`src/rtl/isa_pkg.sv`:
```
package isa_pkg;

    localparam int WORD_BITS = 32;
    localparam int ARCH_REG_BITS = 5;

    typedef logic [WORD_BITS-1:0] word_t;
    typedef logic [ARCH_REG_BITS-1:0] arch_reg_t;

    // x0 is hardwired to zero
    localparam arch_reg_t X0 = '0;

    typedef enum logic [3:0] {
        // single-cycle integer group
        op_add,
        op_sub,
        op_and,
        op_or,
        op_xor,
        op_sll,
        op_srl,
        op_sra,
        op_slt,
        op_sltu,
        op_li,
        // multiply group
        op_mul,
        op_mulh,
        op_mulhsu,
        op_mulhu
    } fu_op_t;

endpackage

```
`src/rtl/backend_pkg.sv`:
```
package backend_pkg;

    // 64 physical registers, tag zero never holds a live value
    localparam int PHYS_REG_BITS = 6;

    typedef logic [PHYS_REG_BITS-1:0] phys_reg_t;

    typedef struct packed {
        isa_pkg::fu_op_t   op;
        phys_reg_t         rd;
        phys_reg_t         rs1;
        phys_reg_t         rs2;
        isa_pkg::arch_reg_t arch_rd;
        isa_pkg::arch_reg_t arch_s1;
        isa_pkg::arch_reg_t arch_s2;
        isa_pkg::word_t    imm;
    } issue_pkt_t;

    typedef struct packed {
        isa_pkg::fu_op_t   op;
        phys_reg_t         rd;
        isa_pkg::arch_reg_t arch_rd;
        isa_pkg::word_t    src1;
        isa_pkg::word_t    src2;
        isa_pkg::word_t    imm;
    } exec_pkt_t;

    typedef struct packed {
        phys_reg_t         rd;
        isa_pkg::arch_reg_t arch_rd;
        isa_pkg::word_t    value;
    } wb_pkt_t;

    typedef enum logic {
        unit_alu,
        unit_mul
    } fu_unit_t;

    function automatic fu_unit_t unit_of(isa_pkg::fu_op_t op);
        case (op)
            isa_pkg::op_mul, isa_pkg::op_mulh, isa_pkg::op_mulhsu, isa_pkg::op_mulhu:
                return unit_mul;
            default:
                return unit_alu;
        endcase
    endfunction

    function automatic logic is_mul_op(isa_pkg::fu_op_t op);
        return unit_of(op) == unit_mul;
    endfunction

endpackage

```
`src/rtl/mul_unit.sv`:
```
`timescale 1ns/10ps

module mul_unit #(
    parameter int MUL_STAGES = 4
) (
    input  logic                   clk,
    input  logic                   rst,
    input  logic                   mul_valid,
    input  backend_pkg::exec_pkt_t exec,
    output logic                   wb_valid,
    output backend_pkg::wb_pkt_t   wb
);

    typedef struct packed {
        backend_pkg::phys_reg_t rd;
        isa_pkg::arch_reg_t     arch_rd;
        logic                   take_hi;
        logic [63:0]            product;
    } mul_stage_t;

    logic                  sign_a;
    logic                  sign_b;
    logic signed [32:0]    a_ext;
    logic signed [32:0]    b_ext;
    logic signed [65:0]    full_product;
    mul_stage_t            stage_in;
    mul_stage_t            stage_q [MUL_STAGES];
    logic [MUL_STAGES-1:0] valid_q;

    // mulh is signed x signed, mulhsu signed x unsigned
    assign sign_a = (exec.op == isa_pkg::op_mulh) || (exec.op == isa_pkg::op_mulhsu);
    assign sign_b = (exec.op == isa_pkg::op_mulh);

    always_comb begin
        a_ext = {sign_a && exec.src1[31], exec.src1};
        b_ext = {sign_b && exec.src2[31], exec.src2};
        full_product = a_ext * b_ext;

        stage_in.rd      = exec.rd;
        stage_in.arch_rd = exec.arch_rd;
        stage_in.take_hi = (exec.op != isa_pkg::op_mul);
        stage_in.product = full_product[63:0];
    end

    always_ff @(posedge clk) begin
        if (rst) begin
            valid_q <= '0;
        end else begin
            valid_q[0] <= mul_valid;
            for (int s = 1; s < MUL_STAGES; s++) begin
                valid_q[s] <= valid_q[s-1];
            end
        end
    end

    always_ff @(posedge clk) begin
        stage_q[0] <= stage_in;
        for (int s = 1; s < MUL_STAGES; s++) begin
            stage_q[s] <= stage_q[s-1];
        end
    end

    // low word for mul, high word for the rest
    always_comb begin
        wb_valid   = valid_q[MUL_STAGES-1];
        wb.rd      = stage_q[MUL_STAGES-1].rd;
        wb.arch_rd = stage_q[MUL_STAGES-1].arch_rd;
        wb.value   = stage_q[MUL_STAGES-1].take_hi ? stage_q[MUL_STAGES-1].product[63:32]
                                                   : stage_q[MUL_STAGES-1].product[31:0];
    end

endmodule

```
`config.mk`:
```
export PLATFORM = sky130hd
export DESIGN_NAME = mul_unit
export DESIGN_NICKNAME = d
export VERILOG_FILES = /design/src/rtl/isa_pkg.sv /design/src/rtl/backend_pkg.sv /design/src/rtl/mul_unit.sv
export SDC_FILE = /design/constraint.sdc
export NUM_CORES = 2
export LEC_CHECK = 0
export ABC_AREA = 0
export BUFFER_PORTS_ARGS = -buffer_cell sky130_fd_sc_hd__clkbuf_2
export CAP_MARGIN = 0
export CORE_AREA = 2 2 330 332
export CTS_BUF_LIST = sky130_fd_sc_hd__clkbuf_4
export CTS_CLUSTER_SIZE = 28
export DETAILED_ROUTE_END_ITERATION = 12
export DIE_AREA = 0 0 332 334
export GPL_TIMING_DRIVEN = 0
export PLACE_DENSITY = 0.64
export SLEW_MARGIN = 20
export SYNTH_ARGS = -nofsm -noshare
export SYNTH_HDL_FRONTEND = slang
export SYNTH_SLANG_ARGS = --single-unit
export TNS_END_PERCENT = 1
```
`constraint.sdc`:
```
create_clock -name clk -period 20.1 [get_ports clk]
set_clock_uncertainty 0.05 [all_clocks]
set_input_delay 3.015 -clock clk [delete_from_list [all_inputs] [get_ports clk]]
set_output_delay 3.015 -clock clk [all_outputs]
set_load 0.02 [all_outputs]
```
==> impl_results.md <==
- Fraction of final layout cells with drive strength greater than 1: 5.952%
- Required time reported for the critical path endpoint: 20.58 ns
- Total number of nets in the final design: 6227
- Cell class contributing the biggest share of worst-path delay: adder cells
- Initial Util: 41.43%
- Fin. Hold Viols: 0
- Unique masters post-synth: 58
- Grt ovf: 0
- Routed length per instance: 22.78 µm
- Number of gates given a new drive strength after cts: 0
- Sinks on the clock net: 308
- Clock slew seen by the registers of the worst setup and hold paths: 0.08 ns
- Hold Path Class: reg -> reg
- Wire length of the first global-routing pass: 211800 µm
- Unrepaired setup endpoints after global routing: false
- Clock buffers created by TritonCTS: 59
- Top post-synthesis cells by count: inv_1, fa_1, nand2_1
- Number of storage elements in the synthesis netlist: 308
- Critical Path Max Stage Delay: 0.85 ns
- Pins Over Slew Limit: 0
- CP Max Fanout: 10
- Post-synth top area cell: fa_1
- Clock tree buffer depth: 3
- Endpoint of the worst hold path: stage_q[2][0]
- H-tree levels: 2
- # rows: 121
- Maximum clock frequency: 78.95 MHz
- Cells after synthesis: 4598
- First-pass iteration count of the detailed router: 7
- Worst hold path cell count: 0
- Most frequently used cell type in the post-synthesis netlist: inv_1
- Run status: complete, no violations
- Tightest slew margin relative to the limit: 22.39%
- Reg2reg start: stage_q[1][50]
- Reg2Reg Depth: 0
- Setup TNS: 0 ns
- Total length of routed wires: 142100 µm
- Number of nets with antenna violations after detailed routing: 0
- Portion of the post-synthesis area used by sequential elements: 13.81%
- Critical path type: in -> reg
- Post-route DRC violation count: 0
- Setup violations, final: 0
- Setup slack on the worst flop-to-flop path: 19.46 ns
- Critical path endpoint category: flip-flop
- Number of placed I/O pins: 158
- Critical path data arrival time: 13.14 ns
- Synth-to-layout area growth: 7.026%
- Core area: 107800 µm²
- Clock tree from TritonCTS: yes
- EDFF count, synth: 0
- Fraction of synthesis flops using an asynchronous set or reset pin: 0%
- Total standard cell area after synthesis: 44660 µm²
- Count of synthesis-stage warnings from yosys: 0
- Via count of the first global-routing pass: 33640
- Post-synth top area share: 50.43%
- Syn Area/Cell: 9.714 µm²
- Routed vias: 31620
- Total nets after synthesis: 6049
- Final critical-path required period: 12.67 ns
- Initial antenna violation count: 25
- Worst reg2reg path endpoint: stage_q[2][50]
- Routed vias/inst: 5.068
- Sum of net half-perimeters after detailed placement: 124100 µm
- Initial DRC count: 2528
- Slew at the pin closest to its max-slew limit: 1.164 ns
- Maximum number of pins on one net before global-route repair: 25
- Worst path most repeated cell: fa_1
- Buffers & Inverters on Critical Path: 8
- Clock latency on the worst-skew pair: 0.67 ns
- Buffer count from post-CTS setup fixing: 0
- Clock root cell: clkbuf_4
- Total Die Area: 110900 µm²
- Hold Path Origin: stage_q[1][0]
- Vertical die dimension: 334 µm
- Cell types occupying the most area after synthesis: fa_1, dfxtp_1, inv_1, nand2_1, ha_1
- Standard cell with the maximum stage delay on the critical path: fa_1
- DIE WIDTH: 332 µm
- Total of buffers placed on input and output ports: 117
- Post-route clock period utilization: 63.02%
- Critical path startpoint category: primary input
- Maxcap violations: 0
- Top FF cell, synth: dfxtp_1
- Global router's overall resource usage: 26.27%
- CTS Hold Buffers Added: 0
- Final Wtd Congestion: 1.005
## per-stage QoR
| step | worst slack [ns] | utilization, % | std cells | area, µm² | hold WS (ns) |
|---|---|---|---|---|---|
| after floorplan | 9.200 | - | 4598 | 44660 | 0.2596 |
| after global placement | 7.017 | 43.62 | 6129 | 47020 | 0.2595 |
| after detailed placement | 6.955 | 43.62 | 6129 | 47020 | 0.2621 |
| after CTS | 7.638 | 44.34 | 6236 | 47790 | 0.2276 |
| after global routing | 7.124 | 44.34 | 6237 | 47800 | 0.2407 |
| final | 7.434 | 44.34 | 6239 | 47800 | 0.2388 |
## cell families after synthesis
| logic type | Yosys count | synth area share [%] |
|---|---|---|
| buf+inv | 1408 | 11.95 |
| flops | 308 | 13.81 |
| simple gates | 1235 | 12.52 |
| xor+xnor | 77 | 1.510 |
| fa+ha+maj | 1337 | 56.36 |
| compound gates | 200 | 3.026 |
| mux | 33 | 0.8292 |
## state kept, by name (all words and copies together) (netlist names)
signal / count
stage_q: 304
valid_q: 4
## cell type report
cell class	instances	area [µm²]
Fill cell	10560	59990
Multi-Input combinational cell	2882	33160
Sequential cell	308	6166
Inverter	1166	4377
Tap cell	1414	1769
Buffer	242	959.7
Clock buffer	88	660.6
Timing Repair Buffer	117	585.6
Clock inverter	19	113.9
Antenna cell	3	7.507
## cells in the final DEF (no fill, tap or decap), types with 4 or more instances in the layout
cell      count
inv_1      1166
fa_1       1125
nand2_1     793
dfxtp_1     308
and2_1      298
clkbuf_1    221
ha_1        212
clkbuf_2    118
clkbuf_4     88
a21oi_1      57
nor2_1       56
xnor2_1      49
a21o_1       43
mux2_2       32
xor2_1       28
o21ai_0      26
and3_1       19
nand3_1      14
nor2b_1      13
or2_2        12
buf_4        12
a31oi_1      11
clkinv_1     10
nand4_1       8
nor3_1        8
o21bai_1      8
o21a_1        7
o21ai_1       5
nand2b_1      5
o211ai_1      5
buf_1         4
buf_2         4
clkinv_2      4
## per-layer routing
metal,vias to the layer above,part of all wire (%),GRT usage [%]
met5,-,0.034,0
met4,6,6.3,13.73
met3,352,8.0,5.126
met2,1295,47,42.89
met1,16530,38,33.21
li1,13440,-,-
## how the worst max path moves through the flow
stage / start / end / slack, ns / cells after the start
global placement: exec[110] / stage_q[0][63] / 7.02 / 27
detailed placement: exec[110] / stage_q[0][63] / 6.95 / 27
CTS: exec[110] / stage_q[0][63] / 7.64 / 27
floorplan: exec[110] / stage_q[0][53] / 9.20 / 26
finish: exec[110] / stage_q[0][63] / 7.43 / 27
global route: exec[110] / stage_q[0][63] / 7.12 / 27
Power is left out: the tool's default activity adds up to more than one toggle a clock period on the data nets, which glitch-free logic cannot reach.
